--- src/source/cnn_accel_pkg.sv ---
package cnn_accel_pkg;

  // sizes
  localparam int NUM_CLASS   = 4;                      // output classes, one bank each
  localparam int NUM_FEAT    = 16;                     // features per vector, bank depth
  localparam int TOTAL_WORDS = NUM_CLASS * NUM_FEAT;   // words copied per load
  localparam int SRAM_AW     = 16;                     // external weight sram address
  localparam int BANK_AW     = 4;                      // on-chip bank address
  localparam int CLASS_W     = 2;                      // class index bits

  // data types
  typedef logic signed [15:0] weight_t;                // fc weight
  typedef logic signed [7:0]  feat_t;                  // pooled feature
  typedef logic signed [31:0] acc_t;                   // dot product and score
  typedef logic [CLASS_W-1:0] class_idx_t;             // winning class

  // weight loader states
  typedef enum logic [1:0] {
    DMA_IDLE,                                          // waiting for start
    DMA_READ,                                          // streaming sram addresses
    DMA_DRAIN                                          // last write, then finish
  } dma_state_t;

  // classifier states
  typedef enum logic [1:0] {
    FC_IDLE,                                           // nothing to add
    FC_ACC,                                            // products landing
    FC_RESULT                                          // argmax and clear
  } fc_state_t;

endpackage

--- src/source/weight_bank_if.sv ---
`timescale 1ns/1ns

interface weight_bank_if;

  logic [cnn_accel_pkg::NUM_CLASS-1:0] wr_en;          // one write strobe per bank
  logic [cnn_accel_pkg::BANK_AW-1:0]   wr_addr;        // word index inside bank
  cnn_accel_pkg::weight_t              wr_data;        // shared write data
  logic [cnn_accel_pkg::BANK_AW-1:0]   rd_addr;        // feature index from classifier
  // net, since each bank drives its own slot
  wire cnn_accel_pkg::weight_t [cnn_accel_pkg::NUM_CLASS-1:0] rd_data;

  modport dma (
    output wr_en,
    output wr_addr,
    output wr_data
  );

  modport reader (
    output rd_addr,
    input  rd_data
  );

  modport bank (
    input  wr_en,
    input  wr_addr,
    input  wr_data,
    input  rd_addr,
    output rd_data
  );

endinterface

--- src/source/weight_dma.sv ---
`timescale 1ns/1ns

module weight_dma (
  input  logic                                 clk,
  input  logic                                 rst_n,
  input  logic                                 i_start,             // already gated by busy
  input  cnn_accel_pkg::weight_t               i_sram_weight,       // sram data, 1 cycle late
  output logic [cnn_accel_pkg::SRAM_AW-1:0]    o_sram_weight_addr,
  output logic                                 o_finish,
  weight_bank_if.dma                           bus
);

  cnn_accel_pkg::dma_state_t              state;
  logic [cnn_accel_pkg::SRAM_AW-1:0]      rd_ptr;         // address going out to sram
  logic                                   drain_done;     // last write has landed
  logic [cnn_accel_pkg::NUM_CLASS-1:0]    bank_sel;       // decoded from upper bits

  assign o_sram_weight_addr = rd_ptr;
  assign bus.wr_data        = i_sram_weight;              // sram output goes straight in

  // word c*NUM_FEAT+k lives in bank c, so upper bits pick the bank
  always_comb begin
    bank_sel = '0;
    bank_sel[rd_ptr[cnn_accel_pkg::BANK_AW +: cnn_accel_pkg::CLASS_W]] = 1'b1;
  end

  always_ff @(posedge clk or negedge rst_n) begin
    if (!rst_n) begin
      state      <= cnn_accel_pkg::DMA_IDLE;
      rd_ptr     <= '0;
      drain_done <= 1'b0;
      o_finish   <= 1'b0;
    end else begin
      o_finish <= 1'b0;                                   // single cycle pulse
      case (state)
        cnn_accel_pkg::DMA_IDLE: begin
          rd_ptr     <= '0;
          drain_done <= 1'b0;
          if (i_start) begin
            state <= cnn_accel_pkg::DMA_READ;             // address 0 already out
          end
        end
        cnn_accel_pkg::DMA_READ: begin
          if (rd_ptr == cnn_accel_pkg::TOTAL_WORDS - 1) begin
            rd_ptr <= '0;                                 // park address at 0
            state  <= cnn_accel_pkg::DMA_DRAIN;
          end else begin
            rd_ptr <= rd_ptr + 1'b1;
          end
        end
        cnn_accel_pkg::DMA_DRAIN: begin
          if (drain_done) begin
            o_finish   <= 1'b1;                           // 2 cycles after last addr
            drain_done <= 1'b0;
            state      <= cnn_accel_pkg::DMA_IDLE;
          end else begin
            drain_done <= 1'b1;                           // final word written here
          end
        end
        default: begin
          state <= cnn_accel_pkg::DMA_IDLE;
        end
      endcase
    end
  end

  // write side trails the read address by one cycle
  always_ff @(posedge clk or negedge rst_n) begin
    if (!rst_n) begin
      bus.wr_en <= '0;
    end else if (state == cnn_accel_pkg::DMA_READ) begin
      bus.wr_en <= bank_sel;                              // data arrives next cycle
    end else begin
      bus.wr_en <= '0;
    end
  end

  always_ff @(posedge clk) begin
    if (state == cnn_accel_pkg::DMA_READ) begin
      bus.wr_addr <= rd_ptr[cnn_accel_pkg::BANK_AW-1:0];  // word index in bank
    end
  end

  // top must block restarts for the whole load
  a_start_idle : assert property (
    @(posedge clk) disable iff (!rst_n)
    i_start |-> state == cnn_accel_pkg::DMA_IDLE
  ) else $error("weight_dma: start seen while loading");

endmodule

--- src/source/weight_bank.sv ---
`timescale 1ns/1ns

module weight_bank (
  input  logic                               clk,
  input  logic                               i_wr_en,      // this bank's strobe
  input  logic [cnn_accel_pkg::BANK_AW-1:0]  i_addr,       // muxed dma / classifier addr
  input  cnn_accel_pkg::weight_t             i_wr_data,
  output cnn_accel_pkg::weight_t             o_rd_data     // valid 1 cycle after addr
);

  cnn_accel_pkg::weight_t mem [cnn_accel_pkg::NUM_FEAT];  // one class worth of weights

  // write first, read data follows the written word
  always_ff @(posedge clk) begin
    if (i_wr_en) begin
      mem[i_addr] <= i_wr_data;
      o_rd_data   <= i_wr_data;                           // bypass on write
    end else begin
      o_rd_data   <= mem[i_addr];
    end
  end

  // address mux in top must be settled during dma writes
  a_addr_known : assert property (
    @(posedge clk)
    i_wr_en |-> !$isunknown(i_addr)
  ) else $error("weight_bank: unknown address on write");

endmodule

--- src/source/fc_classifier.sv ---
`timescale 1ns/1ns

module fc_classifier (
  input  logic                         clk,
  input  logic                         rst_n,
  input  cnn_accel_pkg::feat_t         i_feat,
  input  logic                         i_feat_valid,   // already gated with ready
  input  logic                         i_feat_last,    // last feature of vector
  weight_bank_if.reader                rd,
  output cnn_accel_pkg::class_idx_t    o_class,
  output cnn_accel_pkg::acc_t          o_score,
  output logic                         o_valid
);

  logic [cnn_accel_pkg::BANK_AW:0]     feat_cnt;       // one extra bit to catch overrun
  logic [cnn_accel_pkg::BANK_AW-1:0]   rd_addr_q;      // address sampled by banks next edge
  cnn_accel_pkg::feat_t                s1_feat;
  cnn_accel_pkg::feat_t                s2_feat;        // lines up with bank data
  logic                                s1_valid;
  logic                                s2_valid;
  logic                                s1_last;
  logic                                s2_last;
  cnn_accel_pkg::acc_t                 prod [cnn_accel_pkg::NUM_CLASS];
  cnn_accel_pkg::acc_t                 acc  [cnn_accel_pkg::NUM_CLASS];
  cnn_accel_pkg::fc_state_t            state;
  cnn_accel_pkg::class_idx_t           best_idx;
  cnn_accel_pkg::acc_t                 best_score;

  assign rd.rd_addr = rd_addr_q;

  // stage 1, issue read address
  always_ff @(posedge clk or negedge rst_n) begin
    if (!rst_n) begin
      feat_cnt  <= '0;
      rd_addr_q <= '0;
      s1_valid  <= 1'b0;
      s1_last   <= 1'b0;
    end else begin
      s1_valid <= i_feat_valid;
      s1_last  <= i_feat_valid & i_feat_last;
      if (i_feat_valid) begin
        rd_addr_q <= feat_cnt[cnn_accel_pkg::BANK_AW-1:0];
        // cleared on accept so next vector may follow at once
        feat_cnt  <= i_feat_last ? '0 : feat_cnt + 1'b1;
      end
    end
  end

  // stage 2, wait for bank read
  always_ff @(posedge clk or negedge rst_n) begin
    if (!rst_n) begin
      s2_valid <= 1'b0;
      s2_last  <= 1'b0;
    end else begin
      s2_valid <= s1_valid;
      s2_last  <= s1_last;
    end
  end

  always_ff @(posedge clk) begin
    if (i_feat_valid) begin
      s1_feat <= i_feat;
    end
    s2_feat <= s1_feat;
  end

  // signed feature times weight, one per class
  always_comb begin
    for (int c = 0; c < cnn_accel_pkg::NUM_CLASS; c++) begin
      prod[c] = cnn_accel_pkg::acc_t'(s2_feat) *
                cnn_accel_pkg::acc_t'(cnn_accel_pkg::weight_t'(rd.rd_data[c]));
    end
  end

  // accumulate, result state restarts sums from zero
  always_ff @(posedge clk or negedge rst_n) begin
    if (!rst_n) begin
      for (int c = 0; c < cnn_accel_pkg::NUM_CLASS; c++) begin
        acc[c] <= '0;
      end
      state <= cnn_accel_pkg::FC_IDLE;
    end else begin
      for (int c = 0; c < cnn_accel_pkg::NUM_CLASS; c++) begin
        acc[c] <= ((state == cnn_accel_pkg::FC_RESULT) ? '0 : acc[c]) +
                  (s2_valid ? prod[c] : '0);               // new vector may add here
      end
      if (s2_valid && s2_last) begin
        state <= cnn_accel_pkg::FC_RESULT;                 // sums are final next cycle
      end else if (s2_valid) begin
        state <= cnn_accel_pkg::FC_ACC;
      end else begin
        state <= cnn_accel_pkg::FC_IDLE;
      end
    end
  end

  // argmax, strict compare keeps lower index on ties
  always_comb begin
    best_idx   = '0;
    best_score = acc[0];
    for (int c = 1; c < cnn_accel_pkg::NUM_CLASS; c++) begin
      if (acc[c] > best_score) begin
        best_score = acc[c];
        best_idx   = cnn_accel_pkg::class_idx_t'(c);
      end
    end
  end

  always_ff @(posedge clk or negedge rst_n) begin
    if (!rst_n) begin
      o_valid <= 1'b0;
    end else begin
      o_valid <= (state == cnn_accel_pkg::FC_RESULT);      // 3 cycles after last
    end
  end

  always_ff @(posedge clk) begin
    if (state == cnn_accel_pkg::FC_RESULT) begin
      o_class <= best_idx;
      o_score <= best_score;
    end
  end

  // vector longer than a bank would wrap the read address
  a_cnt_range : assert property (
    @(posedge clk) disable iff (!rst_n)
    feat_cnt <= cnn_accel_pkg::NUM_FEAT
  ) else $error("fc_classifier: feature count past bank depth");

endmodule

--- src/source/cnn_accel_top.sv ---
`timescale 1ns/1ns

module cnn_accel_top (
  input  logic                               clk,
  input  logic                               rst_n,
  input  logic                               i_start,            // host load pulse
  input  cnn_accel_pkg::weight_t             i_sram_weight,
  input  cnn_accel_pkg::feat_t               i_feat,
  input  logic                               i_feat_valid,
  input  logic                               i_feat_last,
  output logic [cnn_accel_pkg::SRAM_AW-1:0]  o_sram_weight_addr,
  output logic                               o_dma_finish,
  output logic                               o_data_ready,       // banks hold valid weights
  output cnn_accel_pkg::class_idx_t          o_result_class,
  output cnn_accel_pkg::acc_t                o_result_score,
  output logic                               o_result_valid
);

  logic dma_busy;                                  // load in progress
  logic start_ok;                                  // start outside a load
  logic feat_valid_ok;                             // feature counted by classifier

  weight_bank_if bank_bus ();

  assign start_ok      = i_start & ~dma_busy;
  assign feat_valid_ok = i_feat_valid & o_data_ready;   // drop features until loaded

  // busy from start until finish pulse, ready after that
  always_ff @(posedge clk or negedge rst_n) begin
    if (!rst_n) begin
      dma_busy     <= 1'b0;
      o_data_ready <= 1'b0;
    end else begin
      if (start_ok) begin
        dma_busy     <= 1'b1;
        o_data_ready <= 1'b0;                      // reload invalidates banks
      end else if (o_dma_finish) begin
        dma_busy     <= 1'b0;
        o_data_ready <= 1'b1;
      end
    end
  end

  weight_dma u_dma (
    .clk                (clk),
    .rst_n              (rst_n),
    .i_start            (start_ok),
    .i_sram_weight      (i_sram_weight),
    .o_sram_weight_addr (o_sram_weight_addr),
    .o_finish           (o_dma_finish),
    .bus                (bank_bus.dma)
  );

  for (genvar c = 0; c < cnn_accel_pkg::NUM_CLASS; c++) begin : g_bank
    logic [cnn_accel_pkg::BANK_AW-1:0] bank_addr;  // dma owns the banks while busy

    assign bank_addr = dma_busy ? bank_bus.wr_addr : bank_bus.rd_addr;

    weight_bank u_bank (
      .clk       (clk),
      .i_wr_en   (bank_bus.wr_en[c]),
      .i_addr    (bank_addr),
      .i_wr_data (bank_bus.wr_data),
      .o_rd_data (bank_bus.rd_data[c])
    );
  end

  fc_classifier u_fc (
    .clk          (clk),
    .rst_n        (rst_n),
    .i_feat       (i_feat),
    .i_feat_valid (feat_valid_ok),
    .i_feat_last  (i_feat_last),
    .rd           (bank_bus.reader),
    .o_class      (o_result_class),
    .o_score      (o_result_score),
    .o_valid      (o_result_valid)
  );

  // finish from the dma only ends a load this level started
  a_finish_busy : assert property (
    @(posedge clk) disable iff (!rst_n)
    o_dma_finish |-> dma_busy
  ) else $error("cnn_accel_top: dma finish without a load");

endmodule

--- config.mk ---
export PLATFORM = sky130hd
export DESIGN_NAME = cnn_accel_top
export DESIGN_NICKNAME = d
export VERILOG_FILES = /design/src/source/cnn_accel_pkg.sv /design/src/source/weight_bank_if.sv /design/src/source/weight_dma.sv /design/src/source/weight_bank.sv /design/src/source/fc_classifier.sv /design/src/source/cnn_accel_top.sv
export SDC_FILE = /design/constraint.sdc
export NUM_CORES = 2
export LEC_CHECK = 0
export BUFFER_PORTS_ARGS = -buffer_cell sky130_fd_sc_hd__buf_2
export CAP_MARGIN = 10
export CORE_UTILIZATION = 35
export CTS_CLUSTER_DIAMETER = 100
export DETAILED_ROUTE_END_ITERATION = 16
export SLEW_MARGIN = 20
export SYNTH_ARGS = -nofsm -noshare
export SYNTH_HDL_FRONTEND = slang
export SYNTH_SLANG_ARGS = --single-unit
export TNS_END_PERCENT = 5
--- constraint.sdc ---
create_clock -name clk -period 11 [get_ports clk]
set_clock_uncertainty 0.05 [all_clocks]
set_input_delay 0 -clock clk [delete_from_list [all_inputs] [get_ports clk]]
set_output_delay 0 -clock clk [all_outputs]
set_load 0.02 [all_outputs]
## Word-level counts from Yosys, hierarchy flattened

Memories as Yosys holds them, arrays and structs flattened. A register that Yosys moved wholly into a read port is not among the register bits.
Cells that the tools add are included.

- Register bits: 224
- Memory bits (writable): 1024
- Output and inout bits: 53
- Logic and storage cells: 105
- Memories: 4

Memories:

| name | words | bits a word | rd ports | clocked after Yosys merged registers in | write ports | RTL line | text |
|---|---|---|---|---|---|---|---|
| g_bank[0].u_bank.mem | 16 | 16 | 1 | 1 | 1 | weight_bank.sv:11 | `cnn_accel_pkg::weight_t mem [cnn_accel_pkg::NUM_FEAT];` |
| g_bank[1].u_bank.mem | 16 | 16 | 1 | 1 | 1 | weight_bank.sv:11 |  |
| g_bank[2].u_bank.mem | 16 | 16 | 1 | 1 | 1 | weight_bank.sv:11 |  |
| g_bank[3].u_bank.mem | 16 | 16 | 1 | 1 | 1 | weight_bank.sv:11 |  |

- Add/subtract/negate cells: 6
- Multiply operators: 4
- Magnitude comparators: 5
- Eq/ne operators: 7
- Muxes and demuxes: 42
- Bitwise operators: 4
- Reduce and logical (&&, ||, !) cells: 8

Operators by type and width:

| kind | count |
|---|---|
| $mux W32 | 11 |
| $add A32 B32 Y32 | 4 |
| $gt A32 B32 Y1 | 3 |
| $mul A8 B16 Y24 | 4 |
| $pmux W16 S2 | 1 |
| $mux W1 | 19 |
| $add A16 B1 Y16 const B | 1 |
| $eq A16 B6 Y1 const B | 1 |
| $mux W16 | 1 |
| $mux W2 | 4 |
| $mux W4 | 2 |
| $pmux W2 S3 | 1 |
| $reduce_bool A2 Y1 | 3 |
| $add A5 B1 Y5 const B | 1 |
| $mux W5 | 1 |
| $eq A2 B2 Y1 const B | 2 |
| $ne A2 B1 Y1 const B | 2 |
| $and A1 B1 Y1 | 3 |
| $lt A2 B3 Y1 const B | 1 |
| $reduce_and A3 Y1 | 1 |
| $demux W1 S2 | 1 |
| $eq A2 B1 Y1 const B | 1 |
| $ge A2 B1 Y1 const B | 1 |
| $logic_and A1 B1 Y1 | 2 |
| 5 further kinds | 5 |

## Longest topological paths before layout

- Depth in word-level cells: 6
- Gate-level depth with buffers: 38
- Depth with buffers taken out: 35

## Modules after synthesis

A second synthesis with hierarchy kept.

- Cell total of the unflattened synthesis: 5724
- Area total of the unflattened synthesis: 75055.7 um2

Modules (own cells, without submodules):

| module | times used | cells each | area each (um2) | sequential area each (um2) |
|---|---|---|---|---|
| weight_bank | 4 | 420 | 9803.2 | 7767.4 |
| fc_classifier | 1 | 3889 | 34290.4 | 4999.8 |
| weight_dma | 1 | 142 | 1402.6 | 720.7 |
| cnn_accel_top | 1 | 13 | 150.1 | 50.0 |

## Worst setup path before layout

OpenSTA, ideal clock, no wires.

- Kind: reg2reg
- Start: register (tool-made name)
- End: register u_fc.acc[95] (netlist name)
- Setup time: 0.124 ns
- Data arrival time: 8.851 ns
- Slack: 1.974 ns
- Cell stages (with the launch flop): 37
- Buffers on the path: 3
- Cell sequence: dfxtp_1 -> clkbuf_1 -> buf_1 -> buf_1 -> mux4_2 -> mux4_2 -> and2_1 -> fa_1 -> fa_1 -> inv_1 -> fa_1 -> fa_1 -> inv_1 -> ha_1 -> a21o_1 -> a21oi_1 -> o21bai_1 -> a21oi_1 -> o21bai_1 -> and2_1 -> o31ai_1 -> nand2b_1 -> a21oi_1 -> xor2_1 -> nor2_1 -> ha_1 -> a21oi_1 -> o21ai_1 -> a21o_1 -> a21o_1 -> a21o_1 -> a31o_1 -> a41o_1 -> o21a_1 -> a221o_1 -> a21oi_1 -> xnor2_1

RTL lines:

| item | RTL line | text |
|---|---|---|
| end signal: indexed assignment | fc_classifier.sv:84 | `acc[c] <= ((state == cnn_accel_pkg::FC_RESULT) ? '0 : acc[c]) +` |
| end: declaration | fc_classifier.sv:24 | `cnn_accel_pkg::acc_t acc [cnn_accel_pkg::NUM_CLASS];` |

## Worst setup path in the final report

- Start: register u_fc.acc[93] (netlist name)
- End: register u_fc.o_score[17] (data pin)

- Word-level cells in the longest chain between the ends: 6

Ends and longest elaborated chain:

| item | RTL line | text |
|---|---|---|
| $gt A32 B32 Y1 | fc_classifier.sv:102 | `if (acc[c] > best_score) begin` |
| $mux W32 (*) | fc_classifier.sv:102 |  |
| $gt A32 B32 Y1 | fc_classifier.sv:102 |  |
| $mux W32 (*) | fc_classifier.sv:102 |  |
| $gt A32 B32 Y1 | fc_classifier.sv:102 |  |
| $mux W32 (*) | fc_classifier.sv:102 |  |
| via u_fc.best_score[17] | fc_classifier.sv:27 | `cnn_accel_pkg::acc_t best_score;` |
| end signal: assignment | fc_classifier.sv:120 | `o_score <= best_score;` |
| end: declaration | fc_classifier.sv:11 | `output cnn_accel_pkg::acc_t o_score,` |

Mark *: on every way through the listed nets, which the timed path passes. The rest lies on a longest branch.
A chain may end at the register's enable or synchronous reset.

==> results.md <==
- CP Class: reg -> reg
- CTS root buf: clkbuf_16
- Status: finished clean
- Area added between synthesis and finish: 12.0%
- Largest net degree at the start of global routing: between 70 and 80
- Final layout net count: 6,386
- Crit path DAT: ~10 ns
- Async S/R FF share, synth: 13.5%
- First-pass GRT wire length: roughly 270,000 um
- GRT overflow: 0
- Post-Syn Instances: between 5,000 and 6,000
- Critical path required time: around 11 ns
- Top_reg_cell synth: edfxtp_1
- Least-Margin Pin Slew: between 1 and 1.5 ns
- Gpl congestion: 0.855
- # Max-Cap Violations: 0
- EDFF count, synth: approximately 1,100
- Clock network latency to the later pin of the worst-skew pair: 0.79 ns
- Final wirelength: 178,000 um
- DP Wirelength: between 100,000 and 150,000 um
- CP max-delay cell: mux2i_4
- Final Cycle Share: about nine tenths
- Drt first pass iters: 6
- GR Util All Layers: between 15 and 20%
- Minimum clock period: 9.87 ns
- Hold crit path type: in -> reg
- Syn Std Cell Area: around 73,000 sq um
- Maximum clock rate: just over 0.1 GHz
- RSZ-0062 raised after global routing: false
- Initial Util: a little over a third
- Clk buf depth: 3
- I/O Pins: 82
- Final Max Slew Viols: 0
- Avg WL per Cell: 21.2 um
- PortBufs: between 80 and 90
- Vias per cell: between 5 and 6
- CTS Buf Count: between 100 and 150
- CTS H-Tree Depth: 4
- Max incr delay on CP: around 0.80 ns
- Post-Syn Nets: around 6,200
- Avg Cell Area, Syn: between 10 and 15 sq um
- Die Span X: 460 um
- Final setup viols: 0
- FP Rows: about 170
- Die Ht: around 460 um
- Synth warn: 0
- Crit Path Max Fanout: 25
- Initial antenna violation count: 15
- Worst Setup End Kind: flip-flop
- Post-CTS Setup Bufs: 0
- Clk slew on worst S/H paths: approximately 0.06 ns
- Via count: around 43,000
- Fin. Hold Viols: 0
- Clock sinks: ~1,300
- First DRT Iteration DRCs: about 3,600
- TritonCTS clock tree: built
- Vias in the first global route: between 40,000 and 50,000
- Drt drc: 0
- Die area: around 210,000 sq um
- Routed Antenna Nets: 0
- Core footprint: around 210,000 sq um
- Cell variety after synth: 76
- Worst rel slew slack: around 23%
- Seq/Total Area, Yosys: 49.9%
- Number of synthesized register bits: 1,251
- Post-route setup TNS: 0 ns
- Share of post-route cells with drive strength above 1: around an eighth
- Type of origin of the critical path: flip-flop
cells in the final DEF, fill, tap and decap left out, types with 16 or more instances in the layout:
cell type	synthesis	final
edfxtp_1	1070	1070
inv_1	631	630
fa_1	416	416
and2_1	423	413
ha_1	400	400
mux4_2	320	320
nand2_1	315	315
nor2_1	262	260
dfrtp_1	169	169
a21oi_1	168	168
xnor2_1	138	138
clkbuf_16	0	133
o21ai_0	110	110
a21o_1	103	103
nand2b_1	93	92
buf_4	0	79
mux2i_1	72	72
buf_2	3	72
xor2_1	59	59
nand3_1	43	43
dlygate4sd3_1	0	41
nor3_1	38	38
mux2_2	37	37
clkbuf_1	135	32
clkinv_1	1	28
o21a_1	26	26
nand4_1	26	26
nor2b_1	25	25
and3_1	23	23
clkinv_2	0	19
o21bai_1	18	18
a211oi_1	18	18
o31ai_1	16	16
routing by layer:
layer / global-route usage (%) / part of all wire (%) / vias to the layer above
li1: - / - / 19426
met4: 4.11 / 2.2 / 12
met3: 2.24 / 5.0 / 234
met2: 27.1 / 46 / 1038
met1: 24.4 / 46 / 22278
met5: 0 / 0.044 / -
registers in the layout, summed over array words and instances (netlist names), named ones only:
| signal | count |
|---|---|
| o_data_ready | 1 |
| u_fc.s2_feat | 8 |
| u_fc.s1_valid | 1 |
| u_dma.drain_done | 1 |
| u_fc.o_score | 32 |
| u_fc.s2_last | 1 |
| u_dma.bus.wr_addr | 4 |
| u_fc.s1_feat | 8 |
| u_fc.s2_valid | 1 |
| g_bank.u_bank.mem | 1024 |
| u_fc.s1_last | 1 |
| u_fc.state | 2 |
| u_dma.bus.wr_en | 4 |
| u_fc.feat_cnt | 4 |
| u_fc.acc | 128 |
| u_dma.o_sram_weight_addr | 16 |
| u_dma.o_finish | 1 |
| dma_busy | 1 |
| u_fc.o_valid | 1 |
| u_fc.o_class | 2 |
| u_fc.rd.rd_addr | 4 |
| u_dma.state | 2 |
cell families after synthesis:
group                    Yosys count  share of synthesized area (%)
AND/OR/NAND/NOR                 1285                           8.90
multiplexers                     431                           11.4
AO/OA/AOI/OAI                    589                           5.16
flip-flops                      1251                           49.9
XOR/XNOR                         197                           2.35
buffers and inverters            808                           4.14
adder cells (fa/ha/maj)          816                           18.2
metrics by stage:
| stage | setup slack, ns | instances | instance area (sq um) | hold WS, ns | utilization [%] |
|---|---|---|---|---|---|
| after floorplan | 1.97 | 5377 | 73400 | -0.346 | - |
| after global placement | 1.31 | 8148 | 77300 | 0.0306 | 37.2 |
| after detailed placement | 1.19 | 8151 | 77400 | 0.0450 | 37.3 |
| after CTS | 1.11 | 8432 | 82100 | 0.00338 | 39.5 |
| after global routing | 0.617 | 8435 | 82200 | 0.149 | 39.6 |
| final | 1.13 | 8437 | 82200 | 0.161 | 39.6 |
cell type report:
cell class | instances | area, sq um
fill | 19291 | 126000
sequential | 1251 | 36600
multi-input combinational | 3318 | 33800
clock buffer | 169 | 3500
tap | 2788 | 3490
inverter | 633 | 2380
timing repair buffer | 204 | 1600
clock inverter | 71 | 803
antenna | 3 | 7.51
repair_timing:
item | CTS | global route
hold buffers | 41 | 1
endpoints found under the hold margin | 866 | 64
gates resized for setup | 0 | 0
synth_stat cells, types with 38 or more instances:
library cell	instances	area (sq um)
a21o_1	103	773
a21oi_1	168	841
and2_1	423	2650
clkbuf_1	135	507
dfrtp_1	169	4230
edfxtp_1	1070	32100
fa_1	416	8330
ha_1	400	5000
inv_1	631	2370
mux2i_1	72	721
mux4_2	320	7210
nand2_1	315	1180
nand2b_1	93	582
nand3_1	43	215
nor2_1	262	983
nor3_1	38	190
o21ai_0	110	551
xnor2_1	138	1210
xor2_1	59	517
worst max-delay path, delay by kind of cell, from the launching register on:
kind | cells | cell delay (ns)
AND/OR/NAND/NOR | 5 | 1.23
XOR/XNOR | 1 | 0.22
buffers and inverters | 4 | 1.28
multiplexers | 4 | 2.04
AO/OA/AOI/OAI | 13 | 3.46
adder cells (fa/ha/maj) | 3 | 0.91
flip-flops | 1 | 0.40
path summary, 6_finish.rpt:
path                                 start                to  slack (ns)  cells past startpoint
max                           u_fc.acc[93]  u_fc.o_score[17]        1.13                     30
min                           i_feat_valid      u_fc.s1_last        0.16                      3
max reg2reg                   u_fc.acc[93]  u_fc.o_score[17]        1.13                     30
min reg2reg                u_fc.s1_feat[3]   u_fc.s2_feat[3]        0.29                      0
max in group asynchronous            rst_n     u_fc.acc[109]        9.01                      5
min in group asynchronous            rst_n      u_fc.acc[31]        0.41                      4
Power is not shown: default switching activity piles up to over one toggle a cycle in this logic, so the estimate is an artifact.
